$ cat src/common/fetch_pkg.sv
// shared types, selector encodings and default sizes for the fetch subsystem, imported by the RTL
package fetch_pkg;

  // ------------------------------
  // widths with a meaning
  // ------------------------------
  typedef logic [31:0] addr_t;       // byte address
  typedef logic [31:0] word_t;       // instruction or data word
  typedef logic [23:0] trap_base_t;  // upper bits of the trap vector base
  typedef logic [4:0]  irq_id_t;     // vectored interrupt number

  // next pc source, driven by the controller together with pc_set
  typedef enum logic [2:0] {
    PC_BOOT      = 3'd0,
    PC_JUMP      = 3'd1,  // target from decode
    PC_BRANCH    = 3'd2,  // target from execute
    PC_EXCEPTION = 3'd3,  // trap address, see exc_sel_e
    PC_MRET      = 3'd4,
    PC_DRET      = 3'd5,
    PC_FENCEI    = 3'd6   // refetch the instruction after the fence
  } pc_sel_e;

  // trap address source
  typedef enum logic [1:0] {
    EXC_PC_EXCEPTION = 2'd0,  // synchronous trap, base only
    EXC_PC_IRQ       = 2'd1,  // vectored interrupt
    EXC_PC_DBD       = 2'd2,  // debug halt
    EXC_PC_DBE       = 2'd3   // exception while in debug
  } exc_sel_e;

  // ------------------------------
  // default sizes
  // ------------------------------
  localparam int FIFO_DEPTH_DEF = 2;    // prefetch entries
  localparam int MEM_WORDS_DEF  = 256;  // instruction memory words

endpackage

$ cat src/fetch/prefetch_buffer.sv
// prefetch buffer: Wishbone read master that keeps a small FIFO of sequential instruction words
`timescale 1ns/1ns
module prefetch_buffer #(
  parameter int FIFO_DEPTH = fetch_pkg::FIFO_DEPTH_DEF
) (
  input  logic             clk,
  input  logic             rst_n,
  input  logic             req_i,          // fetch enable
  input  logic             branch_i,       // flush and restart
  input  fetch_pkg::addr_t branch_addr_i,
  input  logic             fetch_ready_i,
  output logic             fetch_valid_o,
  output fetch_pkg::word_t fetch_rdata_o,
  output fetch_pkg::addr_t fetch_addr_o,
  output logic             wb_cyc_o,
  output logic             wb_stb_o,
  output fetch_pkg::addr_t wb_adr_o,
  input  fetch_pkg::word_t wb_dat_i,
  input  logic             wb_ack_i,
  output logic             busy_o
);
  import fetch_pkg::*;

  localparam int PW = (FIFO_DEPTH > 1) ? $clog2(FIFO_DEPTH) : 1;
  localparam int CW = $clog2(FIFO_DEPTH + 1);

  typedef enum logic [1:0] {
    IDLE,      // no bus cycle
    WAIT_ACK,  // read in flight, data goes to the fifo
    DISCARD    // read from before a branch, data dropped
  } state_e;

  state_e         state;
  addr_t          next_addr;            // address of the next read to issue
  addr_t          adr_q;                // address of the read in flight
  word_t          instr_q [FIFO_DEPTH];
  addr_t          addr_q  [FIFO_DEPTH];
  logic [PW-1:0]  rptr, wptr;
  logic [CW-1:0]  cnt;
  logic           issue, push, pop;

  // only IDLE starts a read, so cnt already counts the one in flight
  assign issue = (state == IDLE) & req_i & ~branch_i & (cnt < CW'(FIFO_DEPTH));
  assign push  = (state == WAIT_ACK) & wb_ack_i & ~branch_i;
  assign pop   = fetch_ready_i & fetch_valid_o;

  // ------------------------------
  // bus side
  // ------------------------------
  always_ff @(posedge clk or negedge rst_n) begin
    if (!rst_n) begin
      state     <= IDLE;
      next_addr <= '0;
    end else begin
      case (state)
        IDLE:     if (issue) state <= WAIT_ACK;
        WAIT_ACK: if (wb_ack_i) state <= IDLE;
                  else if (branch_i) state <= DISCARD;  // finish the cycle, drop its word
        DISCARD:  if (wb_ack_i) state <= IDLE;
        default:  state <= IDLE;
      endcase
      if (branch_i) next_addr <= branch_addr_i;
      else if (issue) next_addr <= next_addr + 32'd4;
    end
  end

  always_ff @(posedge clk) begin
    if (issue) adr_q <= next_addr;  // steady until ack
  end

  assign wb_cyc_o = (state != IDLE);
  assign wb_stb_o = (state != IDLE);
  assign wb_adr_o = adr_q;
  assign busy_o   = (state != IDLE);

  // ------------------------------
  // fifo
  // ------------------------------
  always_ff @(posedge clk or negedge rst_n) begin
    if (!rst_n) begin
      rptr <= '0;
      wptr <= '0;
      cnt  <= '0;
    end else if (branch_i) begin
      rptr <= '0;  // flush
      wptr <= '0;
      cnt  <= '0;
    end else begin
      if (push) wptr <= (wptr == PW'(FIFO_DEPTH - 1)) ? '0 : wptr + 1'b1;
      if (pop)  rptr <= (rptr == PW'(FIFO_DEPTH - 1)) ? '0 : rptr + 1'b1;
      cnt <= cnt + CW'(push) - CW'(pop);
    end
  end

  always_ff @(posedge clk) begin
    if (push) begin
      instr_q[wptr] <= wb_dat_i;
      addr_q[wptr]  <= adr_q;
    end
  end

  assign fetch_valid_o = (cnt != '0);
  assign fetch_rdata_o = instr_q[rptr];
  assign fetch_addr_o  = addr_q[rptr];

endmodule

$ cat config.mk
export PLATFORM = sky130hd
export DESIGN_NAME = prefetch_buffer
export DESIGN_NICKNAME = d
export VERILOG_FILES = /design/src/common/fetch_pkg.sv /design/src/fetch/prefetch_buffer.sv
export SDC_FILE = /design/constraint.sdc
export NUM_CORES = 1
export LEC_CHECK = 0
export BUFFER_PORTS_ARGS = -buffer_cell sky130_fd_sc_hd__buf_2
export CORE_MARGIN = 5
export CORE_UTILIZATION = 55
export CTS_BUF_LIST = sky130_fd_sc_hd__clkbuf_4 sky130_fd_sc_hd__clkbuf_8
export DETAILED_ROUTE_END_ITERATION = 12
export GPL_ROUTABILITY_DRIVEN = 1
export HOLD_SLACK_MARGIN = 0.06
export PLACE_DENSITY = 0.86
export SYNTH_ARGS = -nofsm -noshare
export SYNTH_HDL_FRONTEND = slang
export SYNTH_SLANG_ARGS = --single-unit
$ cat constraint.sdc
create_clock -name clk -period 7.55 [get_ports clk]
set_clock_uncertainty 0.15 [all_clocks]
set_input_delay 1.1325 -clock clk [delete_from_list [all_inputs] [get_ports clk]]
set_output_delay 1.1325 -clock clk [all_outputs]
set_load 0.02 [all_outputs]
# Yosys cells after proc, flatten, opt, wreduce, memory -nomap -nowiden
# Memories as Yosys holds them, arrays and structs flattened.
# Index checks and enable logic that the tools add are counted.
dict set report totals {
  register_bits 70
  latchBits 0
  mem_bits_rw 128
  mem_bits_ro 0
  out_inout_bits 100
  wordCells 49
  mem_count 2
}
dict set report op_classes {
  n_addsub 5
  multipliers 0
  n_div 0
  order_cmp 1
  n_eq_ne 5
  shift 0
  muxes 16
  n_bitwise 7
  reduce_logical 7
}
# name depth word_bits rd rd_clocked_by_memory_dff write_ports line
set memory_table {}
lappend memory_table {addr_q 2 32 1 0 1 prefetch_buffer.sv:37} ;# addr_t addr_q [FIFO_DEPTH];
lappend memory_table {instr_q 2 32 1 0 1 prefetch_buffer.sv:36} ;# word_t instr_q [FIFO_DEPTH];
# cell n
set op_table {}
lappend op_table {{2-to-1 mux 32 bit} 2}
lappend op_table {{adder 32 x 3 -> 32 bit, second input constant} 1}
lappend op_table {{2-to-1 mux 2 bit} 5}
lappend op_table {{nonzero test 2 bit} 5}
lappend op_table {{2-to-1 mux 1 bit} 8}
lappend op_table {{AND 1 bit} 6}
lappend op_table {{case mux 2 bit (3 select lines)} 1}
lappend op_table {{!= test 2 bit, second input constant} 2}
lappend op_table {{!= test 3 bit, second input constant} 1}
lappend op_table {{AND reduction 3 bit} 1}
lappend op_table {{adder 1 bit, second input constant} 2}
lappend op_table {{adder 2 x 1 -> 2 bit} 1}
lappend op_table {{equality test 2 x 1 -> 1 bit, second input constant} 1}
lappend op_table {{equality test 2 bit, second input constant} 1}
lappend op_table {{zero test 2 bit} 1}
lappend op_table {{less-than comparator 2 bit, second input constant} 1}
lappend op_table {{subtractor 2 x 1 -> 2 bit} 1}
lappend op_table {{NOT 1 bit} 1}

# Logic depth before layout (Yosys ltp)
dict set report depth {
  ltp_word 6
  ltp_mapped 8
}

# Worst setup path before layout
# Ideal clock, no wire load.
dict set report synth_timing {
  kind {input to register}
  start {in branch_i}
  end {mem addr_q[0][0] in the netlist's numbering (enable)}
  setup_ns 0.565
  arrival_time_ns 6.103
  required_time_ns 6.835
  setup_slack_ns 0.732
  path_stages 4
  path_buffers 3
  path_cell_list {buf_2 -> buf_1 -> clkbuf_1 -> nor3_1}
}
dict set report synth_via {
  elab_chain_len 4
}
# element line
set synth_lines {}
lappend synth_lines {{from (decl)} prefetch_buffer.sv:9} ;# input logic branch_i,
lappend synth_lines {{NOT 1 bit} prefetch_buffer.sv:44} ;# assign push = (state == WAIT_ACK) & wb_ack_i & ~branch_i;
lappend synth_lines {{AND 1 bit} prefetch_buffer.sv:44}
lappend synth_lines {{2-to-1 mux 1 bit} prefetch_buffer.sv:96} ;# if (push) begin
lappend synth_lines {{2-to-1 mux 1 bit (not written as such)} prefetch_buffer.sv:98} ;# addr_q[wptr] <= adr_q;
lappend synth_lines {{to (decl)} prefetch_buffer.sv:37}
# Every way passes these cells.

# Final worst setup path
dict set report layout_timing {
  start {in branch_i}
  end {mem instr_q[1][22] in the netlist's numbering (enable)}
}
dict set report layout_via {
  elab_chain_len 4
}
# element line
set layout_lines {}
lappend layout_lines {{NOT 1 bit} prefetch_buffer.sv:44}
lappend layout_lines {{AND 1 bit} prefetch_buffer.sv:44}
lappend layout_lines {{2-to-1 mux 1 bit} prefetch_buffer.sv:96}
lappend layout_lines {{2-to-1 mux 1 bit (not written as such)} prefetch_buffer.sv:97} ;# instr_q[wptr] <= wb_dat_i;
lappend layout_lines {{to (decl)} prefetch_buffer.sv:36}
# Every way passes these cells.

==> metrics.md <==
| Metric | Value |
|---|---|
| RR Startpoint | `state[1]` |
| Most numerous cell in the Yosys netlist | `edfxtp_1` |
| Buffer levels on the longest clock path | `2` |
| Most instantiated cells after synthesis | `edfxtp_1, mux2_2, dfrtp_1` |
| Routed Antenna Nets | `0` |
| Number of iterations in the first detailed-routing pass | `4` |
| Die area | `0.0168 mm2` |
| Total number of clock tree sinks | `approximately 200` |
| Quantity of gates resized following cts | `0` |
| Warnings, synthesis | `0` |
| Number of enable flip-flop cells after synthesis | `160` |
| Fmax | `~260 MHz` |
| Flip-flop and latch count after synthesis | `198` |
| Number of placed instances with taps included | `approximately 800` |
| Number of hold-repair buffers added at the cts stage | `0` |
| Root buf cell | `clkbuf_8` |
| Floorplan die width | `130 um` |
| Y dimension of the die | `between 100 and 150 um` |
| Final-report max-slew violation count | `0` |
| Worst Setup EP | `instr_q[1][22]` |
| Arr. time, crit path | `approximately 3900 ps` |
| Met3 Track Usage GR | `about 5.5%` |
| Critical R2R Capture | `next_addr[28]` |
| Final RePlAce weighted congestion | `0.906` |
| Relative slew slack | `between 20% and 30%` |
| Category of the worst setup path capture point | `flip-flop` |
| Port Buffer Count | `between 150 and 200` |
| Outcome | `completed` |
| Final-layout worst hold slack | `approximately 310 ps` |
| WL/cell | `19.1 um` |
| Total number of placement rows | `between 40 and 50` |
| Number of antenna violations at the first check in global routing | `0` |
| Gr busiest metal | `met2` |
| Effective utilization at floorplan | `about 56%` |
| Cell types with the largest area share after synthesis | `edfxtp_1, dfrtp_1, mux2_2, or4_1, nand2_1` |
| Static Leak | `roughly 0.0034 uW` |
| GRT met1 Usage | `between 20 and 30%` |
| Place WS | `3240 ps` |
| Layout filler cell count | `approximately 1000` |
| Maximum capacitance violations | `0` |
| Commonest register cell after synthesis | `edfxtp_1` |
| Launching instance or port of the critical path | `branch_i` |
| Maximum number of pins on one net before global-route repair | `65` |
| Actual transition at the worst max-transition pin | `between 1000 and 1500 ps` |
| Area of the mapped netlist | `0.00788 mm2` |
| Worst R2R Setup Slack | `about 4400 ps` |
| Setup fix buffers added after clock tree synthesis | `0` |
| DRT iter0 DRCs | `between 400 and 500` |
| Worst reg2reg path depth | `4` |
| Post-Syn Instances | `between 400 and 500` |
| Yosys top cell by area | `edfxtp_1` |
| Fraction of post-synthesis cell area in the top cell type by area | `between 60% and 70%` |
| Post-synthesis net count | `about 570` |
| Start-to-end type of the worst setup path | `primary input to flip-flop` |
| Crit path time final | `approximately 3800 ps` |
| Worst supply voltage drop on vdd | `between 0.0001 and 0.00015 V` |
| PwrDens | `about 280 mW/mm2` |
| Final worst-path setup slack | `3710 ps` |
| Proportion of layout cells with a drive suffix above 1 | `a little over two fifths` |
| Aggregate global routing overflow | `0` |
| Met2 layer usage reported by global route | `30.5%` |
| Setup Total Neg Slack | `0 ps` |
| Unrepaired setup endpoints after global routing | `no` |
| Layout overhead on the synthesized area | `17.1%` |
| Mean instance size in the synthesized netlist | `~16 um2` |
| Worst skew pair latency | `about 470 ps` |
| Number of buffers inserted during clock tree synthesis | `17` |
| Post-detailed-route DRC marker count | `0` |
| Required time reported for the critical path endpoint | `approximately 7600 ps` |
| Critical path startpoint category | `primary input` |
| Top-level port count | `between 150 and 200` |
| CTS tree | `done` |
| CTS HTree Levels | `4` |
| Vias after detailed routing | `4875` |
| Hold Path Class | `flip-flop to flip-flop` |
| Vias per Instance | `about 5.7` |
| Core area | `around 0.014 mm2` |
| Non-Filler Instances | `roughly 850` |
| Number of antenna cells inserted | `0` |
| Number of global-route vias before repair | `about 4900` |
| Wire length of the first global-routing pass | `approximately 26000 um` |
| GRT Util Overall | `between 10% and 20%` |
| Total Nets Final | `~730` |
| Min-delay src | `next_addr[1]` |
| Sequential area share after synthesis | `about three quarters` |
| Cell variety after synth | `48` |
| Final HPWL from detailed placement | `11300 um` |
| Portion of the clock cycle consumed by the worst path in the final layout | `between 50% and 60%` |
| Final-report setup violation count | `0` |
| Share of synthesized registers carrying an async set or reset | `19.2%` |
| Fin. Hold Viols | `0` |
| Maximum fanout count along the critical path | `between 40 and 50` |
| Wire length after detailed routing | `16300 um` |
| Final standard cell utilization of the core | `66.0%` |
| Clock input transition at the sequential cells of the worst setup and hold paths | `90 ps` |
## final cells by class
cell class	instances	area, um2	share of cell area, %
clock inverters	13	110	1.19
inverters	6	22.5	0.244
clock buffers	19	249	2.70
flip-flops and latches	198	5760	62.4
multi-input cells	265	1990	21.6
repair buffers	173	876	9.49
well taps	180	225	2.44
## state kept, by name, indices dropped and copies added (netlist names)
register and flops:
addr_q 64, cnt 2, instr_q 64, next_addr 32
rptr 1, state 2, wb_adr_o 32, wptr 1
## routing by layer
layer	vias up	wire [um]
met4	0	241
met5	-	0
li1	2257	-
met2	204	7630
met1	2395	7010
met3	19	1430
## power by group
part           internal (uW)  total (uW)  leakage (uW)  switching (uW)
Sequential              1270        1350       0.00190            83.0
Clock                    266         616      0.000188             349
Combinational            251         617       0.00133             366
Total                   1790        2590       0.00342             798
## metrics by stage
step | total power (uW) | area [um2]
2_1_floorplan | 1790 | 7880
3_3_place_gp | 1980 | 8870
3_5_place_dp | 2000 | 8870
4_1_cts | 2610 | 9230
5_1_grt | 2710 | 9230
6_report | 2590 | 9230
## worst min-delay path by stage
stage | endpoint | slack, ps | cells after the start
2_1_floorplan | wb_adr_o[0] | 270 | 0
3_3_place_gp | wb_adr_o[1] | 290 | 0
3_5_place_dp | wb_adr_o[1] | 290 | 0
4_1_cts | wb_adr_o[0] | 310 | 0
5_1_grt | wb_adr_o[0] | 320 | 0
6_report | wb_adr_o[1] | 310 | 0
## worst max-delay path, stage by stage
cell	delay, ps
buf_2	580
clkinv_1	840
and3_1	440
and2_2	440
buf_4	390
## layout by cell type (no fill, tap or decap), types with 3 or more instances in the layout
master,n
a21oi_1,6
a22oi_1,3
inv_1,4
dfrtp_1,37
buf_4,4
edfxtp_1,160
or3_1,4
and4_1,4
or4_1,15
nand4_1,12
and3_1,7
and2_1,5
o211ai_1,5
buf_2,169
clkinv_1,3
clkinv_2,5
clkbuf_8,17
nand3_1,17
o41ai_1,3
clkinv_4,4
mux2_2,67
o21ai_0,8
a31oi_1,11
o31ai_1,11
nor2_1,17
nor2b_1,6
or2_2,3
xor2_1,7
nand2_1,28
## kinds of logic after synthesis
family	count (synthesis)	share of synthesized area (%)
buf+inv	33	1.81
simple gates	129	9.16
fa+ha+maj	2	0.317
compound gates	58	5.11
flops	198	73.0
mux	68	9.70
xor+xnor	8	0.889
(Power assumes the default switching activity.)
