**config.mk**
```make
export PLATFORM = sky130hd
export DESIGN_NAME = load_port
export DESIGN_NICKNAME = d
export VERILOG_FILES = /design/src/common/fetch_pkg.sv /design/src/logic/load_port.sv
export SDC_FILE = /design/constraint.sdc
export NUM_CORES = 1
export LEC_CHECK = 0
export BUFFER_PORTS_ARGS = -buffer_cell sky130_fd_sc_hd__buf_2
export CORE_UTILIZATION = 44
export DETAILED_ROUTE_END_ITERATION = 10
export PLACE_DENSITY = 0.92
export SLEW_MARGIN = 10
export SYNTH_ARGS = -nofsm -noshare
export SYNTH_HDL_FRONTEND = slang
export SYNTH_SLANG_ARGS = --single-unit
```
**constraint.sdc**
```tcl
create_clock -name clk -period 4.6 [get_ports clk]
set_input_delay 0.23 -clock clk [delete_from_list [all_inputs] [get_ports clk]]
set_output_delay 0.23 -clock clk [all_outputs]
set_load 0.02 [all_outputs]
```
**src/common/fetch_pkg.sv**
```systemverilog
// shared types, selector encodings and default sizes for the fetch subsystem, imported by the RTL
package fetch_pkg;

  // ------------------------------
  // widths with a meaning
  // ------------------------------
  typedef logic [31:0] addr_t;       // byte address
  typedef logic [31:0] word_t;       // instruction or data word
  typedef logic [23:0] trap_base_t;  // upper bits of the trap vector base
  typedef logic [4:0]  irq_id_t;     // vectored interrupt number

  // next pc source, driven by the controller together with pc_set
  typedef enum logic [2:0] {
    PC_BOOT      = 3'd0,
    PC_JUMP      = 3'd1,  // target from decode
    PC_BRANCH    = 3'd2,  // target from execute
    PC_EXCEPTION = 3'd3,  // trap address, see exc_sel_e
    PC_MRET      = 3'd4,
    PC_DRET      = 3'd5,
    PC_FENCEI    = 3'd6   // refetch the instruction after the fence
  } pc_sel_e;

  // trap address source
  typedef enum logic [1:0] {
    EXC_PC_EXCEPTION = 2'd0,  // synchronous trap, base only
    EXC_PC_IRQ       = 2'd1,  // vectored interrupt
    EXC_PC_DBD       = 2'd2,  // debug halt
    EXC_PC_DBE       = 2'd3   // exception while in debug
  } exc_sel_e;

  // ------------------------------
  // default sizes
  // ------------------------------
  localparam int FIFO_DEPTH_DEF = 2;    // prefetch entries
  localparam int MEM_WORDS_DEF  = 256;  // instruction memory words

endpackage

```
**src/logic/load_port.sv**
```systemverilog
// load port: turns a request pulse into one Wishbone classic read or write with a done pulse
`timescale 1ns/1ns
module load_port (
  input  logic             clk,
  input  logic             rst_n,
  input  logic             req_i,    // ignored while busy
  input  logic             we_i,
  input  fetch_pkg::addr_t addr_i,
  input  fetch_pkg::word_t wdata_i,
  output logic             done_o,   // one cycle, with rdata_o
  output fetch_pkg::word_t rdata_o,
  output logic             wb_cyc_o,
  output logic             wb_stb_o,
  output logic             wb_we_o,
  output fetch_pkg::addr_t wb_adr_o,
  output fetch_pkg::word_t wb_dat_o,
  input  fetch_pkg::word_t wb_dat_i,
  input  logic             wb_ack_i
);
  import fetch_pkg::*;

  logic  busy;
  logic  we_q;
  addr_t adr_q;
  word_t dat_q;

  always_ff @(posedge clk or negedge rst_n) begin
    if (!rst_n) begin
      busy   <= 1'b0;
      done_o <= 1'b0;
    end else begin
      done_o <= busy & wb_ack_i;
      if (!busy) busy <= req_i;
      else if (wb_ack_i) busy <= 1'b0;  // drop cyc after ack
    end
  end

  always_ff @(posedge clk) begin
    if (!busy && req_i) begin
      we_q  <= we_i;     // request held for the whole cycle
      adr_q <= addr_i;
      dat_q <= wdata_i;
    end
    if (busy && wb_ack_i) rdata_o <= wb_dat_i;
  end

  assign wb_cyc_o = busy;
  assign wb_stb_o = busy;
  assign wb_we_o  = we_q;
  assign wb_adr_o = adr_q;
  assign wb_dat_o = dat_q;

endmodule

```
---- After elaboration in Yosys (flattened, before gate mapping) ----
Index checks and enable logic that the tools add are counted.
storage, ports and cells
  bits in writable memories ............... 0
  logic and storage cells ................. 12
  bits in registers ....................... 99
  latch bits .............................. 0
  memory bits (read-only) ................. 0
  bits of input ports ..................... 101
  output and inout bits ................... 100
  memories ................................ 0
cells by class
  magnitude comparators ................... 0
  reductions and logical operators ........ 3
  shifts and indexed selects .............. 0
  $add $sub $neg .......................... 0
  div/mod/pow operators ................... 0
  bitwise gates (word level) .............. 1
  multiplexer cells ....................... 2
  $mul .................................... 0
  equal/unequal tests ..................... 0
operator list
  kind               count
  logical AND 1 bit  2
  2-to-1 mux 1 bit   2
  bitwise AND 1 bit  1
  logical NOT 1 bit  1

---- Longest topological paths before layout ----
Gate-level depths: netlist of the first run.
  depth after elaboration ................. 2
  gate-level depth with buffers ........... 2
  mapped depth without buffers ............ 2

---- Least setup slack after synthesis of the first run ----
No wires, ideal clock.
  kind .................................... flip-flop to flip-flop
  from .................................... register busy (netlist: wb_cyc_o)
  to ...................................... register adr_q[0] (netlist: wb_adr_o[0]) (enable)
  arrival time ............................ 2.217 ns
  required time ........................... 4.163 ns
  buffers on the path ..................... 0
  slack ................................... 1.946 ns
  clock period less this slack ............ 2.654 ns
  setup time .............................. 0.437 ns
  stages on the path, launching flop included .. 2
  cell sequence ........................... dfrtp_1 nor2b_2
between the ends
  cells in the longest elaborated chain, start to end .. 2
RTL lines
  what                    line             text
  start, declared         load_port.sv:22  logic busy;
  start signal, assigned  load_port.sv:33  if (!busy) busy <= req_i;
  logical NOT 1 bit       load_port.sv:39  if (!busy && req_i) begin
  logical AND 1 bit       load_port.sv:39
  end signal, assigned    load_port.sv:41  adr_q <= addr_i;
  end, declared           load_port.sv:24  addr_t adr_q;
Every way passes these cells.
A chain may end at the register's enable or synchronous reset.

---- Final worst setup path of the first run ----
  from .................................... register busy (netlist: wb_cyc_o)
  to ...................................... register adr_q[9] (netlist: wb_adr_o[9]) (enable)
Same word-level chain as after synthesis.

==> flow_summary.yaml, run 1 <==
cts:
  cts_buffers: 9
  cts_max_level: 3
  tritoncts: "built"
  clk_latency_ns: 0.35
  clk_pin_slew_ns: 0.10
  clock_sinks: 99
  clockRootBuffer: "clkbuf_8"
  ctsLongestPathBuffers: 2
timing:
  worst_slack_ns: 2.95
  post-route-period-util: 0.358
  tightest_slew_ns: 0.812
  slew_headroom: 0.459
  max_freq_mhz: 606
  finalSetupTns_ns: 0
  min_period_ns: 1.65
  rsz0062_at_grt: "false"
  hold_viol: 0
  finalClockSkew_ns: 0.0108
  slew_violations: 0
  finalSetupViolations: 0
  holdWs_ns: 0.0445
pwr:
  sequentialPowerShare: 0.583
  p_sw_w: 0.000461
  finalPower_w: 0.00186
  p_leak_nw: 1.87
  internal_power_w: 0.00140
  comb_power_share: 0.116
  power_density_mw_per_mm2: 431
  p_sw_frac: 0.247
  clkPwrFrac: 0.301
  peakVddDrop_mv: 0.306
logic_synthesis:
  synth_area_per_cell_um2: 28.8
  synth.distinct_cells: 7
  syn-cell-area_mm2: 0.00300
  netlist_instances: 104
  ys_seq_area_frac: 0.989
  synth_top_area_frac: 0.972
  ys_top_cells_by_area: "edfxtp_1 97%, dfrtp_1 1.7%, nor2b_2 0.29%, a21o_1 0.25%, buf_4 0.25%"
  yosysWarnings: 0
  synth_nets: 205
  synth_seq_cells: 99
  synth_largest_area_cell: "edfxtp_1"
routing:
  routed-via-count: 1845
  wl_mm: 6.89
  post_drt_wl_per_cell_um: 17.3
  drtIter0Drc: 100
  drc: 10
  ant_nets: 0
  firstDrtPassIters: 7
  vias_per_cell: 4.62
critical_path:
  critical_path_arrival_ns: 1.62
  critPathCaptureType: "register"
  rr_worst_depth: 2
  r2r_slack_ns: 2.95
  setup.worst_path.start: "wb_cyc_o"
  critical_path_class: "register to register"
  r2r-start: "wb_cyc_o"
  cpPeakStageDelay_ns: 0.63
  endpoint: "wb_adr_o[9]"
  cp_max_fo: 66
  required_ns: 4.58
  reg2reg_to: "wb_adr_o[9]"
  start_kind: "register"
  crit_slowest_cell: "buf_4"
  crit_chain: "nor2b_4 -> buf_4"
status:
  failed_checks: "DRC"
  outcome: "finished with violations"
placed_design:
  place_congestion: 0.722
  place_ws_ns: 2.97
  dp_hpwl_mm: 5.18
  portBuffers: 200
finish:
  n_antenna_cell: 0
  drive_gt1_frac: 0.680
  num-nets-final: 418
  area_delta_synth_final_pct: 44.3
floorplan:
  die_area_mm2: 0.00714
  initial_utilization: 0.464
  io_pins: 201
  die_h_um: 84.5
  chipWidth_um: 84.5
  num_rows: 29
  coreArea_mm2: 0.00646
min_path:
  hold_depth: 1
  hold_class: "input pin to register"
job:
  cap_violations: 0
global_routing:
  track_usage: 0.194
  grt_max_degree: 67
  grt_pass1_wl_mm: 9.87
  first_global_vias: 1998
  grt_antenna_before_repair: 0
  grt_overflow_total: 0
## worst max-delay path: cells and delay by family, from the launching register on
family | cells | cell delay, ns
flops | 1 | 0.46
buf+inv | 1 | 0.63
simple gates | 1 | 0.13
## synthesized netlist by cell type
library cell	count
a21o_1	1
inv_1	1
nor2b_2	1
buf_4	1
dfrtp_1	2
and2_1	1
edfxtp_1	97
## placed cells by master (no fill, tap or decap), drive strengths merged
cell type,instances
a21o,1
and2,1
buf,202
bufinv,1
clkbuf,9
clkinv,4
dfrtp,2
dlygate4sd3,1
edfxtp,97
inv,3
nor2b,1
## state kept, by name (all words and copies together) (netlist names)
signal and cells:
done_o 1, wb_we_o 1, wb_adr_o 32, wb_dat_o 32, rdata_o 32, wb_cyc_o 1
## timing repair
| item | in CTS | in global routing |
|---|---|---|
| hold endpoints to repair | 2 | 0 |
| buffers inserted | 0 | 0 |
| hold buffers | 1 | 0 |
| gates resized for setup | 0 | 0 |
## cell families (layout without fill, tap and decap cells)
family	after synthesis	after routing	share of synthesized area
flip-flops	99	99	0.989
buffers and inverters	2	220	0.00376
AO/OA/AOI/OAI	1	1	0.00251
AND/OR/NAND/NOR	2	2	0.00501
## worst min-delay path by stage
stage                startpoint           end  slack [ns]
finish              wb_dat_i[3]    rdata_o[3]        0.04
global route         addr_i[13]  wb_adr_o[13]        0.02
CTS                 wb_dat_i[3]    rdata_o[3]        0.03
detailed placement        rst_n      wb_cyc_o        0.02
global placement          rst_n      wb_cyc_o        0.02
floorplan                 rst_n        done_o       -0.07
## power groups by stage
| stage | registers [W] | logic [W] | clock network [W] |
|---|---|---|---|
| after floorplan | 0.00119 | 0.0000290 | 0 |
| after global placement | 0.00110 | 0.000211 | 0 |
| after detailed placement | 0.00111 | 0.000218 | 0 |
| after CTS | 0.00109 | 0.000219 | 0.000578 |
| after global routing | 0.00109 | 0.000228 | 0.000611 |
| final | 0.00109 | 0.000216 | 0.000561 |
## cell type report
type / instances / area [µm²]
sequential: 99 / 2960
fill: 464 / 2130
timing repair buffer: 203 / 1030
clock buffer: 9 / 124
tap: 77 / 96.3
clock inverter: 7 / 85.1
multi-input combinational: 3 / 27.5
inverter: 1 / 3.75
## metal layers
layer / vias up / GRT usage / share of wire
met5: - / 0 / 0
met4: 0 / 0.0786 / 0.014
met3: 10 / 0.0924 / 0.11
met2: 116 / 0.373 / 0.58
met1: 874 / 0.168 / 0.30
li1: 845 / - / -
## stage by stage
stage,cells,util,area [µm²]
finish,399,0.670,4330
floorplan,104,-,3000
global route,399,0.670,4330
global placement,382,0.636,4110
detailed placement,382,0.636,4110
CTS,399,0.670,4330
(Power assumes the default switching activity.)
==> run 2, diff against run 1 <==
--- a/config.mk
+++ b/config.mk
@@ -5,10 +5,11 @@
 export SDC_FILE = /design/constraint.sdc
 export NUM_CORES = 1
 export LEC_CHECK = 0
+export ABC_AREA = 1
 export BUFFER_PORTS_ARGS = -buffer_cell sky130_fd_sc_hd__buf_2
-export CORE_UTILIZATION = 44
+export CORE_UTILIZATION = 37
 export DETAILED_ROUTE_END_ITERATION = 10
-export PLACE_DENSITY = 0.92
+export PLACE_DENSITY = 0.83
 export SLEW_MARGIN = 10
 export SYNTH_ARGS = -nofsm -noshare
 export SYNTH_HDL_FRONTEND = slang
==> constraint.sdc (replaced) <==
create_clock -name clk -period 1.5 [get_ports clk]
set_input_delay 0.075 -clock clk [delete_from_list [all_inputs] [get_ports clk]]
set_output_delay 0.075 -clock clk [all_outputs]
set_load 0.02 [all_outputs]
==> flow_summary.yaml, run 2 <==
logic_synthesis:
  synth_compound_area_frac: 0
  synth_seq_cells: 99
  synth_top_family_by_area: "buffers and inverters"
  synth_edf_count: 97
  synthTopCellsByCount: "97 x edfxtp_1, 4 x inv_1, 2 x dfrtp_1, 2 x nand2_1, 2 x nand2_2"
  yosys.area_share.simple: 0.00666
  synth_largest_area_cell: "edfxtp_1"
  synth_area_per_cell_um2: 27.8
  synth_top_area_frac: 0.969
  yosysWarnings: 0
  synth_nets: 209
  ys_top_cells_by_area: "edfxtp_1 97%, dfrtp_1 1.7%, inv_1 0.50%, nand2_2 0.42%, buf_4 0.25%"
  synth_flop_cell: "edfxtp_1"
  synth_mux_area_frac: 0
  synth_fa_ha_area_frac: 0
  synth_xor_area_frac: 0
  syn-cell-area_mm2: 0.00301
  synth.distinct_cells: 6
  synthArstFlopShare: 0.0202
  ys_seq_area_frac: 0.986
  netlist_instances: 108
  yosys.cell_count.top_type: "edfxtp_1"
pwr:
  power_density_mw_per_mm2: 1080
  p_leak_nw: 2.30
  peakVddDrop_mv: 0.470
floorplan:
  die_h_um: 92.1
  coreArea_mm2: 0.00781
  chipWidth_um: 92.1
  num_rows: 32
  initial_utilization: 0.385
  io_pins: 201
  die_area_mm2: 0.00849
finish:
  final_util: 0.691
  final_cell_area_mm2: 0.00539
  area_delta_synth_final_pct: 79.4
  drive_gt1_frac: 0.531
  n_antenna_cell: 0
  num-nets-final: 527
  final_common_cell: "buf_2"
  fill_cells: 510
  layout_common_cells: "200 x buf_2, 100 x dlygate4sd3_1, 97 x edfxtp_1"
min_path:
  hold_class: "input pin to asynchronous set/reset pin"
placed_design:
  place_ws_ns: 0.217
  dp_hpwl_mm: 5.64
  place_congestion: 0.655
  placed_area_mm2: 0.00421
  portBuffers: 200
critical_path:
  cpPeakStageDelay_ns: 0.41
  critPathCaptureType: "register"
  critical_path_arrival_ns: 1.44
  crit_slowest_cell: "dfrtp_2"
  critical_path_class: "register to register"
  required_ns: 1.61
  start_kind: "register"
  critical_path_buf_inv_count: 3
  cp_max_fo: 25
  crit_chain: "inv_2 -> nand2_2 -> clkinvlp_4 -> buf_12"
  cp_top_family: "buffers and inverters"
routing:
  topRoutingLayerUsed: "met4"
  drtIter0Drc: 87
  drc: 0
  routed-via-count: 2377
  dr_wl_met3_um: 599
  drt-met1-wl_mm: 3.36
  firstDrtPassIters: 4
  routed-wl-met2_mm: 4.75
  wl_mm: 8.97
  vias_per_cell: 4.46
  post_drt_wl_per_cell_um: 16.8
  ant_nets: 0
global_routing:
  grt_pass1_wl_mm: 12.9
  first_global_vias: 2460
  grt_max_degree: 34
  track_usage: 0.213
  grt_antenna_before_repair: 0
  grt_overflow_total: 0
cts:
  cts_max_level: 3
  ctsLongestPathBuffers: 2
  tritoncts: "built"
  clock_sinks: 99
  cts_buffers: 9
  clockRootBuffer: "clkbuf_8"
  clk_pin_slew_ns: 0.10
  post_cts_buffers: 0
  clk_latency_ns: 0.35
job:
  cap_violations: 0
timing:
  min_period_ns: 1.32
  post-route-period-util: 0.883
  rsz0062_at_grt: "false"
  finalClockSkew_ns: 0.00769
  worst_slack_ns: 0.176
  max_freq_mhz: 755
  tightest_slew_ns: 0.411
  slew_headroom: 0.726
  hold_viol: 0
  finalSetupViolations: 0
  holdWs_ns: 0.0434
  slew_violations: 0
  finalSetupTns_ns: 0
status:
  outcome: "finished clean"
run 2: changes by cell type in the layout (fill, tap and decap cells not counted), moves of 2 or more:
cell / delta
clkinvlp_4: +3
nand2_2: +2
nand2_1: +2
dlygate4sd3_1: +99
buf_4: +5
run 2: logic make-up (layout without fill, tap and decap cells):
| logic type | count (synthesis) | in the layout |
|---|---|---|
| DFF | 99 | 99 |
| buffers and inverters | 5 | 328 |
| and+or+nand+nor | 4 | 4 |
run 2: area by class of cell:
| cell class | count | area (µm²) | share of cell area |
|---|---|---|---|
| well taps | 102 | 128 | 0.0237 |
| repair buffers | 308 | 2070 | 0.385 |
| multi-input cells | 4 | 20.0 | 0.00371 |
| inverters | 4 | 22.5 | 0.00418 |
| clock buffers | 9 | 124 | 0.0230 |
| clock inverters | 7 | 60.1 | 0.0111 |
| flip-flops and latches | 99 | 2960 | 0.550 |
run 2: what timing repair did:
action                                  4_1_cts  5_1_grt
endpoints found under the setup margin        0        0
hold endpoints to repair                    100        0
resized for setup                             0        0
hold buffers                                100        0
run 2: path summary, 6_finish.rpt:
check	start	end	slack, ns	cells after the start
hold reg to reg	wb_cyc_o	wb_dat_o[17]	0.96	3
setup / recovery	wb_cyc_o	wb_adr_o[21]	0.18	4
hold / removal	rst_n	done_o	0.04	2
min in group clk	wb_ack_i	done_o	0.35	4
max in group asynchronous	rst_n	wb_cyc_o	1.35	2
setup reg to reg	wb_cyc_o	wb_adr_o[21]	0.18	4
run 2: through the flow:
stage | power [W] | std cells
finish | 0.00585 | 533
global route | 0.00608 | 533
CTS | 0.00586 | 533
detailed placement | 0.00410 | 417
global placement | 0.00407 | 417
floorplan | 0.00373 | 108
run 2: power breakdown:
group          switching (W)  internal, W  total, W  leakage (nW)
logic               0.000507     0.000421  0.000928          1.27
clock network       0.000955     0.000630   0.00158        0.0909
registers          0.0000589      0.00328   0.00333         0.936
total                0.00152      0.00433   0.00585          2.30
run 2: metal layers:
layer / GRT usage / up-vias
met1: 0.231 / 1150
met3: 0.0514 / 25
met5: 0 / -
met4: 0.0898 / 0
li1: - / 1058
met2: 0.392 / 144
==> run 3, diff against run 2 <==
--- a/config.mk
+++ b/config.mk
@@ -7,10 +7,11 @@
 export LEC_CHECK = 0
 export ABC_AREA = 1
 export BUFFER_PORTS_ARGS = -buffer_cell sky130_fd_sc_hd__buf_2
-export CORE_UTILIZATION = 37
+export CORE_UTILIZATION = 41
 export DETAILED_ROUTE_END_ITERATION = 10
-export PLACE_DENSITY = 0.83
+export PLACE_DENSITY = 0.87
 export SLEW_MARGIN = 10
 export SYNTH_ARGS = -nofsm -noshare
 export SYNTH_HDL_FRONTEND = slang
 export SYNTH_SLANG_ARGS = --single-unit
+export TNS_END_PERCENT = 5
==> constraint.sdc (replaced) <==
create_clock -name clk -period 1.4 [get_ports clk]
set_input_delay 0.07 -clock clk [delete_from_list [all_inputs] [get_ports clk]]
set_output_delay 0.07 -clock clk [all_outputs]
set_load 0.02 [all_outputs]
==> flow_summary.yaml, run 3 (synthesized netlist as in run 2, its figures left out) <==
cts:
  ctsLongestPathBuffers: 2
  clockRootBuffer: "clkbuf_8"
  cts_max_level: 3
  clock_sinks: 99
  clk_latency_ns: 0.36
  post_cts_buffers: 0
  cts_buffers: 9
  tritoncts: "built"
  clk_pin_slew_ns: 0.09
  cts_hold_buf: 100
  cts_resized: 0
placed_design:
  place_ws_ns: 0.120
  placed_cells: 406
  placed_area_mm2: 0.00418
  portBuffers: 200
  place_congestion: 0.795
  dp_hpwl_mm: 5.06
finish:
  layout_common_cells: "200 x buf_2, 100 x dlygate4sd3_1, 97 x edfxtp_1"
  drive_gt1_frac: 0.523
  num-nets-final: 522
  n_antenna_cell: 0
  fill_cells: 396
  area_delta_synth_final_pct: 79.1
  final_cell_area_mm2: 0.00538
  final_common_cell: "buf_2"
  multi_input_area_um2: 20.0
  layout.cells.non_filler: 522
  seqCellArea_mm2: 0.00296
timing:
  hold_viol: 0
  min_period_ns: 1.28
  finalSetupViolations: 0
  finalClockSkew_ns: 0.00895
  slew_violations: 0
  max_freq_mhz: 779
  rsz0062_at_grt: "false"
  worst_slack_ns: 0.117
  post-route-period-util: 0.917
  slew_headroom: 0.865
  tightest_slew_ns: 0.203
min_path:
  hold_class: "input pin to asynchronous set/reset pin"
critical_path:
  rr_worst_depth: 4
  critPathCaptureType: "register"
  critical_path_class: "register to register"
  critical_path_arrival_ns: 1.35
  required_ns: 1.46
  r2r-start: "wb_cyc_o"
  r2r_slack_ns: 0.12
  reg2reg_to: "wb_adr_o[28]"
  cp_max_fo: 33
  start_kind: "register"
global_routing:
  first_global_vias: 2729
  grt_pass1_wl_mm: 13.2
  track_usage: 0.247
  grt_max_degree: 34
  grt_overflow_total: 0
  grt_antenna_before_repair: 0
pwr:
  p_leak_nw: 2.29
  power_density_mw_per_mm2: 1190
  peakVddDrop_mv: 0.779
floorplan:
  num_rows: 30
  die_area_mm2: 0.00768
  die_h_um: 87.6
  coreArea_mm2: 0.00694
  chipWidth_um: 87.6
  initial_utilization: 0.433
  io_pins: 201
routing:
  wl_mm: 9.23
  drc: 0
  firstDrtPassIters: 4
  vias_per_cell: 4.53
  post_drt_wl_per_cell_um: 17.7
  ant_nets: 0
  routed-via-count: 2367
  drtIter0Drc: 148
status:
  outcome: "finished clean"
job:
  cap_violations: 0
## run 3: cell count changes in the layout (fill, tap and decap cells not counted), sizes merged
cell    change
buf         -5
bufinv      +1
clkbuf      +1
clkinv      -3
inv         +1
## run 3: worst max path at each step
stage / start / endpoint / slack (ns) / cells after the start
2_1_floorplan: wb_cyc_o / wb_adr_o[0] / -0.50 / 3
3_3_place_gp: wb_cyc_o / wb_dat_o[13] / 0.15 / 4
3_5_place_dp: wb_cyc_o / wb_adr_o[0] / 0.12 / 4
4_1_cts: wb_cyc_o / wb_dat_o[1] / 0.11 / 4
5_1_grt: wb_cyc_o / wb_adr_o[6] / 0.04 / 4
6_report: wb_cyc_o / wb_adr_o[28] / 0.12 / 4
## run 3: routing by layer
metal	track usage	wire length, µm
met3	0.109	1090
met2	0.460	4890
met5	0	0
met1	0.219	2830
met4	0.140	416
## run 3: worst max-delay path: stages, from the launching register on
cell	delay (ns)
dfrtp_2	0.44
inv_2	0.06
nand2_2	0.07
clkinvlp_4	0.18
buf_12	0.23
## run 3: layout make-up
cell class                      instances  share of cell area
Clock buffer                           10              0.0237
Clock inverter                          6              0.0132
Multi-Input combinational cell          4             0.00372
Inverter                                4             0.00349
Tap cell                               96              0.0223
Sequential cell                        99               0.551
Timing Repair Buffer                  303               0.383
## run 3: per-stage QoR
stage | util | TNS, ns | hold WS [ns] | total power, W
after floorplan | - | -36.70 | -0.226 | 0.00400
after global placement | 0.603 | 0 | -0.134 | 0.00435
after CTS | 0.775 | 0 | 0.0137 | 0.00639
after global routing | 0.775 | 0 | 0.0380 | 0.00661
after detailed placement | 0.603 | 0 | -0.130 | 0.00438
final | 0.775 | 0 | 0.0416 | 0.00640
## run 3: power breakdown
| part | switching, W | internal [W] |
|---|---|---|
| clock | 0.000990 | 0.000843 |
| combinational | 0.000546 | 0.000448 |
| sequential | 0.0000639 | 0.00351 |
| total | 0.00160 | 0.00480 |
