===== config.mk =====
export PLATFORM = sky130hd
export DESIGN_NAME = wb_arbiter
export DESIGN_NICKNAME = d
export VERILOG_FILES = /design/src/common/fetch_pkg.sv /design/src/logic/wb_arbiter.sv
export SDC_FILE = /design/constraint.sdc
export NUM_CORES = 1
export LEC_CHECK = 0
export BUFFER_PORTS_ARGS = -buffer_cell sky130_fd_sc_hd__buf_2
export CAP_MARGIN = 10
export CORE_AREA = 2 2 117 119
export CTS_CLUSTER_SIZE = 28
export DETAILED_ROUTE_END_ITERATION = 8
export DIE_AREA = 0 0 119 121
export GPL_TIMING_DRIVEN = 0
export PLACE_DENSITY = 0.54
export SLEW_MARGIN = 20
export SYNTH_ARGS = -nofsm -noshare
export SYNTH_HDL_FRONTEND = slang
export SYNTH_SLANG_ARGS = --single-unit
export TNS_END_PERCENT = 5

===== constraint.sdc =====
create_clock -name clk -period 1.2 [get_ports clk]
set_input_delay 0.12 -clock clk [delete_from_list [all_inputs] [get_ports clk]]
set_output_delay 0.12 -clock clk [all_outputs]
set_load 0.02 [all_outputs]

===== src/common/fetch_pkg.sv =====
// shared types, selector encodings and default sizes for the fetch subsystem, imported by the RTL
package fetch_pkg;

  // ------------------------------
  // widths with a meaning
  // ------------------------------
  typedef logic [31:0] addr_t;       // byte address
  typedef logic [31:0] word_t;       // instruction or data word
  typedef logic [23:0] trap_base_t;  // upper bits of the trap vector base
  typedef logic [4:0]  irq_id_t;     // vectored interrupt number

  // next pc source, driven by the controller together with pc_set
  typedef enum logic [2:0] {
    PC_BOOT      = 3'd0,
    PC_JUMP      = 3'd1,  // target from decode
    PC_BRANCH    = 3'd2,  // target from execute
    PC_EXCEPTION = 3'd3,  // trap address, see exc_sel_e
    PC_MRET      = 3'd4,
    PC_DRET      = 3'd5,
    PC_FENCEI    = 3'd6   // refetch the instruction after the fence
  } pc_sel_e;

  // trap address source
  typedef enum logic [1:0] {
    EXC_PC_EXCEPTION = 2'd0,  // synchronous trap, base only
    EXC_PC_IRQ       = 2'd1,  // vectored interrupt
    EXC_PC_DBD       = 2'd2,  // debug halt
    EXC_PC_DBE       = 2'd3   // exception while in debug
  } exc_sel_e;

  // ------------------------------
  // default sizes
  // ------------------------------
  localparam int FIFO_DEPTH_DEF = 2;    // prefetch entries
  localparam int MEM_WORDS_DEF  = 256;  // instruction memory words

endpackage


===== src/logic/wb_arbiter.sv =====
// two-master Wishbone classic arbiter, round robin, grant held until the master drops cyc
`timescale 1ns/1ns
module wb_arbiter (
  input  logic             clk,
  input  logic             rst_n,
  input  logic             m0_cyc_i,
  input  logic             m0_stb_i,
  input  logic             m0_we_i,
  input  fetch_pkg::addr_t m0_adr_i,
  input  fetch_pkg::word_t m0_dat_i,
  output fetch_pkg::word_t m0_dat_o,
  output logic             m0_ack_o,
  input  logic             m1_cyc_i,
  input  logic             m1_stb_i,
  input  logic             m1_we_i,
  input  fetch_pkg::addr_t m1_adr_i,
  input  fetch_pkg::word_t m1_dat_i,
  output fetch_pkg::word_t m1_dat_o,
  output logic             m1_ack_o,
  output logic             s_cyc_o,
  output logic             s_stb_o,
  output logic             s_we_o,
  output fetch_pkg::addr_t s_adr_o,
  output fetch_pkg::word_t s_dat_o,
  input  fetch_pkg::word_t s_dat_i,
  input  logic             s_ack_i
);

  logic busy;  // a grant is active
  logic gnt;   // granted master, doubles as last served
  logic own0, own1;

  always_ff @(posedge clk or negedge rst_n) begin
    if (!rst_n) begin
      busy <= 1'b0;
      gnt  <= 1'b1;  // m0 first after reset
    end else if (!busy) begin
      if (m0_cyc_i && m1_cyc_i) begin
        busy <= 1'b1;
        gnt  <= ~gnt;  // the one not served last
      end else if (m0_cyc_i || m1_cyc_i) begin
        busy <= 1'b1;
        gnt  <= m1_cyc_i;
      end
    end else if (!(gnt ? m1_cyc_i : m0_cyc_i)) begin
      busy <= 1'b0;  // owner finished
    end
  end

  assign own0 = busy & ~gnt;
  assign own1 = busy & gnt;

  // request path, muxed by owner
  assign s_cyc_o = own1 ? m1_cyc_i : own0 & m0_cyc_i;
  assign s_stb_o = own1 ? m1_stb_i : own0 & m0_stb_i;
  assign s_we_o  = own1 ? m1_we_i  : own0 & m0_we_i;
  assign s_adr_o = own1 ? m1_adr_i : m0_adr_i;
  assign s_dat_o = own1 ? m1_dat_i : m0_dat_i;

  // response path, only the owner sees it
  assign m0_ack_o = own0 & s_ack_i;
  assign m1_ack_o = own1 & s_ack_i;
  assign m0_dat_o = own0 ? s_dat_i : '0;
  assign m1_dat_o = own1 ? s_dat_i : '0;

endmodule


Word-level counts from Yosys, hierarchy flattened:

Cells that the tools add are included.

* flip-flop bits (word level): 2
* output and inout port bits: 133
* word-level logic and storage cells: 29

* multiplexer cells: 14
* bitwise operators: 9
* reduce and logical (&&, ||, !) cells: 4

Operator list (count)
* 32-bit 2-to-1 mux: 4
* 1-bit 2-to-1 mux: 10
* 1-bit bitwise AND: 7
* 1-bit NOT: 2
* 2-bit AND reduction: 1
* 2-bit nonzero test: 1
* 1-bit logical AND: 1
* 1-bit logical OR: 1

Depth between registers and ports, before layout:

Gate-level depths: netlist (run 1).

* word-level depth: 4
* mapped depth: 3
* mapped depth without buffers: 2

Least setup slack after synthesis (run 1):

No wires, ideal clock.

* path type: register to output
* start: reg gnt
* end: out m1_ack_o
* arrival time: 1.230 ns
* data required time: 1.080 ns
* setup slack: -0.150 ns
* cell stages (with the launch flop): 4
* path buffers: 2
* cell sequence: dfstp_2 -> buf_2 -> clkbuf_1 -> and3_1

* cells in the longest elaborated chain, start to end: 2

Ends and longest elaborated chain
* start, declared: RTL line wb_arbiter.sv:30 `logic gnt;`
* start signal, assigned: RTL line wb_arbiter.sv:40 `gnt <= ~gnt;`
* start signal, assigned: RTL line wb_arbiter.sv:43 `gnt <= m1_cyc_i;`
* 1-bit bitwise AND: RTL line wb_arbiter.sv:51 `assign own1 = busy & gnt;`
* 1-bit bitwise AND: RTL line wb_arbiter.sv:62 `assign m1_ack_o = own1 & s_ack_i;`
* end, declared: RTL line wb_arbiter.sv:19 `output logic m1_ack_o,`

Every way passes these cells.

Worst setup path in the final report (run 1):

* start: reg gnt
* end: out s_dat_o[1]

* cells in the longest elaborated chain, start to end: 2

Ends and longest elaborated chain
* 1-bit bitwise AND: RTL line wb_arbiter.sv:51
* 32-bit 2-to-1 mux: RTL line wb_arbiter.sv:58 `assign s_dat_o = own1 ? m1_dat_i : m0_dat_i;`
* end, declared: RTL line wb_arbiter.sv:24 `output fetch_pkg::word_t s_dat_o,`

Every way passes these cells.

==> metrics.txt, run 1 <==
die width 119 um; Critical Path Sink Type primary output; Critical Path, Cell by Cell nand2_8 -> buf_8 -> mux2_2 -> buf_2; Gate Count Post-Synth 162; ANT cells 0; Final ANT Viol Nets 0; Tightest Pin Transition 294 ps; area occupied by registers 52.6 sq um; Initial Util 10.6%; port buffer count 301; vias in the first global route 2209; Syn Std Cell Area 1390 sq um; initial DRC count 60; share of layout cells above drive strength 1 92.6%; number of synthesized register bits 2; post-synth top area share 47.8%; Util after Layout 27.9%; f_max 0.587 GHz; Synth Warn # 0; row cnt 42; post-synthesis sequential area ratio 3.69%; Syn Nets 331; Core ar. 13100 sq um; Total GRT Usage 9.74%; GP Congestion 0.724; endpoints failing setup 133; die span in y 121 um; Final Hold Vio Count 0; TritonRoute pass-1 iters 4; Filler cells 1394; Vias/cell 3.72; Power Dens Cells 1770 nW/um^2; fin. max-slew vios 0; area of the multi-input gates 1330 sq um; clk buf depth 2; root buf cell clkbuf_16; CP Data Arrival Time 1580 ps; maximum VDD drop 1.07 mV; Final Skew 1.58 ps; final net count 645; # IOs 302; CTS tree yes; TNS Setup -56260 ps; CTS Buf Count 3; Required @ worst endpoint 1080 ps; RSZ-0062 raised after global routing true; final period utilization 142%; hpwl dp 6980 um; first-pass GRT wire length 11300 um; WS Path Type flop to primary output; Pwr Total 6460 uW; die area 14400 sq um; slowest CP cell dfstp_2; number of max-cap violations 0; Clock Sinks 2; top cell type by total area after synthesis mux2_2; failing checks negative setup slack; post-synth cell types 18; pin count of the biggest net entering global routing 11; Max FO, Critical Path 10; hold_ws 194 ps; Hold Crit Class input pin to flop; initial antenna violation count 0; outcome finished with violations; LEAKAGE 0.00212 uW; DRC Markers 0; Vias 2424; clock slew at reported path FFs 30 ps; Area contributors post-synth mux2_2 (48%), and2_1 (15%), and3_1 (15%); critical path launch point type flop; syn_area_per_cell 8.59 sq um; Slew headroom 80.4%; minimum clock period 1700 ps; grt ovf 0; CTS H-tree lvls 1; Largest stage delay, worst path 600 ps; Worst Setup Slack, final -504 ps; placed cell area 3160 sq um; Skew-Pair Late Insertion Delay 220 ps; Routed WL 8330 um; synth-to-layout area growth 162%; post-route cell area 3650 sq um; routed len/inst 12.8 um
cells by family (layout without fill, tap and decap cells):
kind of cell           Yosys count  in the layout  synth area share [%]
AOI/OAI and AO/OA                2              2                 0.989
buffers and inverters           17            330                  8.00
DFF                              2              2                  3.69
muxes                           67             67                  54.0
and+or+nand+nor                 74             74                  33.4
synth_stat cells (all sizes together):
cell type and instances:
mux2 64, and2 33, and3 33, clkbuf 10
buf 7, mux2i 3, nor2b 3, nor2 2
a21oi 1, a22o 1, and2b 1, dfrtp 1
dfstp 1, nand2 1, nand2b 1
cell type report:
type | count | area share [%]
well taps | 176 | 6.03
plain buffers | 17 | 5.38
clock buffers | 4 | 2.16
multi-input cells | 143 | 36.3
repair buffers | 309 | 48.7
flip-flops and latches | 2 | 1.44
per-layer routing:
metal | track usage, % | share of wire, % | vias to the layer above
li1 | - | - | 1208
met1 | 12.2 | 39 | 1071
met2 | 17.7 | 53 | 141
met3 | 1.36 | 7.5 | 4
met4 | 2.16 | 0.78 | 0
met5 | 0 | 0 | -
cells in the final DEF, fill, tap and decap left out, types with 2 or more instances in the layout:
| master | count |
|---|---|
| buf_8 | 6 |
| and3_2 | 30 |
| nor2b_1 | 3 |
| and2_1 | 19 |
| buf_6 | 35 |
| mux2_2 | 64 |
| clkbuf_4 | 3 |
| buf_2 | 271 |
| and2_4 | 14 |
| nor2_1 | 2 |
| clkbuf_16 | 4 |
| and3_1 | 3 |
| mux2i_1 | 2 |
| buf_4 | 7 |
| clkbuf_1 | 2 |
where the power goes:
group	internal (uW)	switching (uW)	total, uW	leakage [uW]
registers	109	59.2	168	0.0000210
logic	2830	2940	5770	0.00206
clock network	438	83.8	522	0.0000382
total	3380	3080	6460	0.00212
critical path, delay by kind of cell, from the launching register on:
family,cells,cell delay [ps]
mux,1,290
flops,1,600
buf+inv,2,340
simple gates,1,130
path summary, 6_finish.rpt:
kind | startpoint | endpoint | slack, ps | cells past startpoint
max in group asynchronous | rst_n | gnt$_DFFE_PN1P_ | 790 | 2
setup reg to reg | gnt$_DFFE_PN1P_ | busy$_DFF_PN0_ | 10 | 3
hold reg to reg | busy$_DFF_PN0_ | gnt$_DFFE_PN1P_ | 730 | 2
setup / recovery | gnt$_DFFE_PN1P_ | s_dat_o[1] | -500 | 4
hold / removal | m1_cyc_i | gnt$_DFFE_PN1P_ | 190 | 2
min in group asynchronous | rst_n | busy$_DFF_PN0_ | 220 | 2
stage by stage:
stage               instances  worst slack (ps)
global route              651              -532
detailed placement        639              -386
finish                    651              -504
floorplan                 162             -70.3
global placement          639              -379
CTS                       648              -505
flip-flops by register name (all words and copies together) (netlist names):
register	count
busy	1
gnt	1
timing repair:
item / in CTS / in global routing
setup endpoints to repair: 133 / 134
pin swaps: 9 / 7
gates cloned: 2 / 1
buffers inserted: 2 / 2
hold buffers: 1 / 0
endpoints found under the hold margin: 2 / 0
gates resized for setup: 52 / 64
Power figures use the tool's default switching activity.
==> run 2, diff against run 1 <==
--- a/config.mk
+++ b/config.mk
@@ -5,12 +5,13 @@
 export SDC_FILE = /design/constraint.sdc
 export NUM_CORES = 1
 export LEC_CHECK = 0
+export ABC_AREA = 1
 export BUFFER_PORTS_ARGS = -buffer_cell sky130_fd_sc_hd__buf_2
 export CAP_MARGIN = 10
-export CORE_AREA = 2 2 117 119
+export CORE_AREA = 2 2 118 120
 export CTS_CLUSTER_SIZE = 28
 export DETAILED_ROUTE_END_ITERATION = 8
-export DIE_AREA = 0 0 119 121
+export DIE_AREA = 0 0 120 122
 export GPL_TIMING_DRIVEN = 0
 export PLACE_DENSITY = 0.54
 export SLEW_MARGIN = 20
==> run 2 against run 1 <==
Compared with the run above:
- highest routed layer unchanged
- register-to-register slack got worse by 180 ps
- clock skew increased by 2.8 ps
- sequential share of layout area is 0.19 points lower
- combinational power grew 53%
- the run still ends with negative setup slack left
- utilization is 3.3 points higher
- synthesized area grew 6.1%
- non-clock buffer count up 19
- clock power about the same
- final area grew 15%
- setup slack improved by 54 ps
- global-route usage grew 3.3 points
==> metrics.txt, run 2 <==
Critical Path Sink Type primary output; Power Dens Cells 2250 nW/um^2 (+27%); RSZ-0062 raised after global routing true; Routed WL 10700 um (+28%); biggest regs busy (1), gnt (1); r2r setup slk -170 ps (-180 ps); f_max 0.606 GHz (+3.3%); grt ovf 0 (unchanged); Met2 Wirelength 5600 um (+27%); Hold Path Stages 3 (+1); Syn Std Cell Area 1480 sq um (+6.1%); Hold Crit Class input pin to flop; synth-to-layout area growth 186%; TritonRoute pass-1 iters 4 (unchanged); Cells after DPL 824 (+29%); hpwl dp 8160 um (+17%); Hold Path End gnt$_DFFE_PN1P_; Area contributors post-synth nand2_1 (35%), nand3_1 (24%), nor2_1 (17%); GP Congestion 0.767 (+6.0%); initial DRC count 61 (+1.7%); pin count of the biggest net entering global routing 11 (unchanged); maximum VDD drop 0.961 mV (-11%); Vias 3279 (+35%); Synth Area in Adders 0% (unchanged); EDFF count, synth 0 (unchanged); Post-Synth XOR/XNOR Area 0% (unchanged); WL met1 4190 um (+29%); Final Skew 4.37 ps (+2.79 ps); failing checks negative setup slack; CP Data Arrival Time 1530 ps (-50 ps); r2r endpoint busy$_DFF_PN0_; Skew-Pair Late Insertion Delay 220 ps (about the same); share of layout cells above drive strength 1 57.5% (-35 points); Synth Area in Simple Gates 76.7% (+43 points); top cell type by total area after synthesis nand2_1; Largest stage delay, worst path 550 ps (-50 ps); post-synthesis sequential area ratio 3.47% (-0.21 points); Slew headroom 86.7% (+6.3 points); clk buf depth 2 (unchanged); ys flop type dfstp_2; slowest CP cell dfstp_2; DRC Markers 0 (unchanged); area of the multi-input gates 1370 sq um (+3.4%); family with the most delay on the worst path buffers and inverters; placed cell area 3400 sq um (+7.5%); final net count 834 (+29%); die area 14600 sq um (+1.7%); CP most frequent cell buf_12; root buf cell clkbuf_16; post-synth cell types 12 (-6); Vias/cell 3.89 (+4.3%); CTS H-tree lvls 1 (unchanged); Clock Sinks 2 (unchanged); # IOs 302 (unchanged); Tightest Pin Transition 199 ps (-95.2 ps); CTS Buf Count 3 (unchanged); Gate Count Post-Synth 343 (+110%); endpoints failing setup 134 (+0.75%); row cnt 43 (+2.4%); Buf/Inv on CP 4 (+2); asr flop ratio synth 100% (unchanged); critical path launch point type flop; FF-to-FF path depth 7 (+4); Synth Warn # 0 (unchanged); Core ar. 13500 sq um (+3.2%); Pwr Total 9470 uW (+47%); outcome finished with violations; post-route cell area 4220 sq um (+15%); final std cells w/o fill 844 (+30%); compound-cell area share of the yosys netlist 0% (-0.99 points); routed len/inst 12.6 um (-1.4%); Worst Setup Slack, final -449 ps (+54.4 ps); die width 120 um (+0.84%); Max FO, Critical Path 10 (unchanged); CTS tree yes; post-synth top area share 35.1% (-13 points); combinational family with the most area after synthesis simple AND/OR/NAND/NOR gates; fin. max-slew vios 0 (unchanged); initial antenna violation count 0 (unchanged); Required @ worst endpoint 1080 ps (about the same); TNS Setup -49200 ps (+7060 ps); met3 WL post-DR 859 um (+37%); top-count cell post-synth nand2_1; clock slew at reported path FFs 30 ps (about the same); first-pass GRT wire length 15200 um (+34%); Post-synth top cells nand2_1 (138), nand3_1 (70), nor2_1 (67), inv_1 (34), buf_2 (18); WS Path Type flop to primary output; Filler cells 1512 (+8.5%); Top Layer Used met4; port buffer count 301 (unchanged); minimum clock period 1650 ps (-54.4 ps); ANT cells 0 (unchanged); most frequent cells in the layout buf_2 (248), nand2_1 (133), nand3_1 (69), nor2_1 (44), buf_6 (42); Final Hold Vio Count 0 (unchanged); Initial Util 10.9% (+0.30 points); Final ANT Viol Nets 0 (unchanged); R2R Path Start gnt$_DFFE_PN1P_; number of synthesized register bits 2 (unchanged); mux contribution to synthesized area 0% (-54 points); syn_area_per_cell 4.30 sq um (-50%); vias in the first global route 2944 (+33%); Critical Path, Cell by Cell buf_12 -> nand2_8 -> buf_12 -> buf_12 -> nor2_4 -> buf_6; LEAKAGE 0.00264 uW (+25%); area occupied by registers 52.6 sq um (unchanged); hold_ws 175 ps (-19.7 ps); most common cell after layout, fill and taps aside buf_2; Syn Nets 512 (+55%); Total GRT Usage 13.0% (+3.3 points); final period utilization 137% (-4.5 points); hold path start m1_cyc_i; die span in y 122 um (+0.83%); number of max-cap violations 0 (unchanged)
[run 2: power by group]
| part | internal, uW | total (uW) | switching, uW |
|---|---|---|---|
| Clock | 438 | 519 | 81.9 |
| Combinational | 3740 | 8800 | 5060 |
| Sequential | 112 | 146 | 34.1 |
| Total | 4290 | 9470 | 5170 |
[run 2: final cells by class]
cell class,count,share of cell area (%)
plain buffers,29,8.04
repair buffers,316,47.9
flip-flops and latches,2,1.25
clock buffers,4,1.87
multi-input cells,278,32.5
inverters,35,3.12
well taps,180,5.34
[run 2: worst min-delay path: stages]
cell and delay, ps:
buf_2 120, nand2_1 60, nand2_1 70
[run 2: worst max-delay path by stage]
stage / slack [ps] / startpoint / cells after the start / end
after floorplan: -70 / gnt$_DFFE_PN1P_ / 4 / s_adr_o[10]
after global placement: -420 / gnt$_DFFE_PN1P_ / 5 / s_adr_o[9]
after detailed placement: -380 / gnt$_DFFE_PN1P_ / 5 / s_adr_o[18]
after CTS: -450 / gnt$_DFFE_PN1P_ / 6 / m1_dat_o[10]
after global routing: -490 / gnt$_DFFE_PN1P_ / 6 / m1_dat_o[19]
final: -450 / gnt$_DFFE_PN1P_ / 6 / m1_dat_o[19]
[run 2: logic make-up (layout without fill, tap and decap cells)]
family / Yosys count / count (layout)
buffers and inverters: 64 / 384
and+or+nand+nor: 277 / 278
DFF: 2 / 2
[run 2: through the flow]
stage	utilization, %	setup slack [ps]
final	31.2	-449
after global routing	31.2	-487
after CTS	29.3	-451
after detailed placement	25.2	-379
after global placement	25.2	-423
after floorplan	-	-74.2
[run 2: layer usage]
metal / track usage, % / vias to the layer above
met2: 25.5 / 185
met4: 1.18 / 0
met5: 0 / -
li1: - / 1689
met1: 15.2 / 1403
met3: 2.06 / 2
[run 2: what timing repair did]
| item | in CTS | in global routing |
|---|---|---|
| endpoints found under the hold margin | 2 | 0 |
| pin swaps | 1 | 15 |
| cloned | 5 | 3 |
| hold buffers | 1 | 0 |
| setup buffers | 5 | 3 |
| setup endpoints to repair | 134 | 135 |
| resized for setup | 106 | 55 |
==> run 3, diff against run 2 <==
--- a/config.mk
+++ b/config.mk
@@ -8,10 +8,10 @@
 export ABC_AREA = 1
 export BUFFER_PORTS_ARGS = -buffer_cell sky130_fd_sc_hd__buf_2
 export CAP_MARGIN = 10
-export CORE_AREA = 2 2 118 120
+export CORE_AREA = 2 2 116 118
 export CTS_CLUSTER_SIZE = 28
 export DETAILED_ROUTE_END_ITERATION = 8
-export DIE_AREA = 0 0 120 122
+export DIE_AREA = 0 0 118 120
 export GPL_TIMING_DRIVEN = 0
 export PLACE_DENSITY = 0.54
 export SLEW_MARGIN = 20
==> constraint.sdc (replaced) <==
create_clock -name clk -period 1.73 [get_ports clk]
set_input_delay 0.173 -clock clk [delete_from_list [all_inputs] [get_ports clk]]
set_output_delay 0.173 -clock clk [all_outputs]
set_load 0.02 [all_outputs]
==> run 3 against run 2 <==
Compared with the run above:
- die area down 3.3%
- via count down 2.7%
- register-to-register slack better by 740 ps
- utilization down 4.4 points
- wire length down 5.6%
- global-route usage down 0.30 points
- sequential power down 26%
- setup slack better by 470 ps
- critical path depth unchanged
- clock-buffer cell count unchanged
- the flow now finishes without violations
==> metrics.txt, run 3 (synthesis gave the netlist of run 2 again) <==
outcome completed; final net count 821 (-1.6%); grt ovf 0 (unchanged); clk buf depth 2 (unchanged); Tightest Pin Transition 215 ps (+15.7 ps); TritonRoute pass-1 iters 4 (unchanged); maximum VDD drop 0.593 mV (-38%); Cells after DPL 820 (-0.49%); Power Dens Cells 1510 nW/um^2 (-33%); TNS Setup 0 ps (+49200 ps); dpl ws -243 ps (+136 ps); number of max-cap violations 0 (unchanged); port buffer count 301 (unchanged); die span in y 120 um (-1.6%); GP Congestion 0.774 (+0.90%); row cnt 42 (-2.3%); critical path launch point type flop; Skew-Pair Late Insertion Delay 220 ps (about the same); final std cells w/o fill 827 (-2.0%); endpoints failing setup 0 (-100%); CP Data Arrival Time 1540 ps (about the same); Required @ worst endpoint 1560 ps (+480 ps); LEAKAGE 0.00243 uW (-7.8%); Largest stage delay, worst path 530 ps (-20 ps); Pwr Total 5260 uW (-44%); Vias 3190 (-2.7%); Critical Path, Cell by Cell buf_12 -> nand2_8 -> buf_12 -> buf_6 -> nor2_1 -> buf_4; first-pass GRT wire length 14400 um (-5.3%); die area 14200 sq um (-3.3%); most common cell after layout, fill and taps aside buf_2; most frequent cells in the layout buf_2 (297), nand2_1 (138), nand3_1 (70), nor2_1 (65), inv_1 (34); Routed WL 10100 um (-5.6%); Filler cells 1515 (+0.20%); fin. max-slew vios 0 (unchanged); initial DRC count 101 (+66%); WS Path Type flop to primary output; RSZ-0062 raised after global routing true; Slew headroom 85.7% (-1.0 points); ANT cells 0 (unchanged); hold_ws 187 ps (+12.0 ps); routed len/inst 12.2 um (-3.7%); biggest regs busy (1), gnt (1); Vias/cell 3.86 (-0.71%); Total GRT Usage 12.7% (-0.30 points); vias in the first global route 2842 (-3.5%); initial antenna violation count 0 (unchanged); final period utilization 98.8%; Hold Crit Class input pin to flop; Clock Sinks 2 (unchanged); Final Hold Vio Count 0 (unchanged); CTS Buf Count 3 (unchanged); f_max 0.585 GHz; CTS H-tree lvls 1 (unchanged); CTS tree yes; die width 118 um (-1.7%); Setup Fix Bufs, Post-CTS 0 (-5); minimum clock period 1710 ps; Critical Path Sink Type primary output; hpwl dp 8270 um (+1.3%); synth-to-layout area growth 136%; pin count of the biggest net entering global routing 11 (unchanged); Final Skew 2.39 ps (-1.98 ps); clock slew at reported path FFs 30 ps (about the same); DRC Markers 0 (unchanged); slowest CP cell dfstp_2; Initial Util 11.4% (+0.44 points); # IOs 302 (unchanged); root buf cell clkbuf_16; Worst Setup Slack, final 21.3 ps (+470 ps); Final ANT Viol Nets 0 (unchanged); CP most frequent cell buf_12; share of layout cells above drive strength 1 52.5% (-5.0 points); Max FO, Critical Path 10 (unchanged); Core ar. 13000 sq um (-3.9%)
## run 3: final cells by class
class / instances / area, sq um / area share (%)
Inverter: 35 / 131 / 3.77
Tap cell: 176 / 220 / 6.32
Multi-Input combinational cell: 278 / 1170 / 33.7
Timing Repair Buffer: 303 / 1590 / 45.6
Buffer: 29 / 239 / 6.86
Clock buffer: 4 / 78.8 / 2.26
Sequential cell: 2 / 52.6 / 1.51
## run 3: stage by stage
| step | util, % | area (sq um) |
|---|---|---|
| global route | 26.8 | 3480 |
| finish | 26.8 | 3480 |
| global placement | 24.7 | 3200 |
| detailed placement | 24.7 | 3200 |
| CTS | 25.6 | 3320 |
| floorplan | - | 1480 |
## run 3: what timing repair did
item	CTS	global route
hold buffers	1	0
setup endpoints to repair	127	129
hold endpoints to repair	2	0
cloned	0	2
pin swaps	0	0
gates resized for setup	10	48
## run 3: critical path: cells and delay by family (launching register included)
family	cells	cell delay, ps
DFF	1	530
buffers and inverters	4	580
and+or+nand+nor	2	200
## run 3: power breakdown
part | switching (uW) | leakage, uW | internal [uW]
Clock | 55.0 | 0.0000382 | 303
Sequential | 30.6 | 0.0000208 | 76.9
Combinational | 3140 | 0.00238 | 1660
Total | 3230 | 0.00243 | 2040
## run 3: path summary, 6_finish.rpt
| check | startpoint | to | slack (ps) | cells past startpoint |
|---|---|---|---|---|
| max | gnt$_DFFE_PN1P_ | m1_dat_o[11] | 20 | 6 |
| min | m1_cyc_i | gnt$_DFFE_PN1P_ | 190 | 3 |
| max reg2reg | gnt$_DFFE_PN1P_ | busy$_DFF_PN0_ | 570 | 5 |
| min reg2reg | busy$_DFF_PN0_ | gnt$_DFFE_PN1P_ | 790 | 4 |
| max in group asynchronous | rst_n | gnt$_DFFE_PN1P_ | 1240 | 2 |
| min in group asynchronous | rst_n | busy$_DFF_PN0_ | 290 | 2 |
## run 3: metal layers
layer  GRT usage [%]  up-vias  wire, um
li1                -     1655         -
met1            14.5     1355      3910
met2            24.4      174      5190
met3            2.47        6       875
met4            2.56        0        76
met5               0        -         0
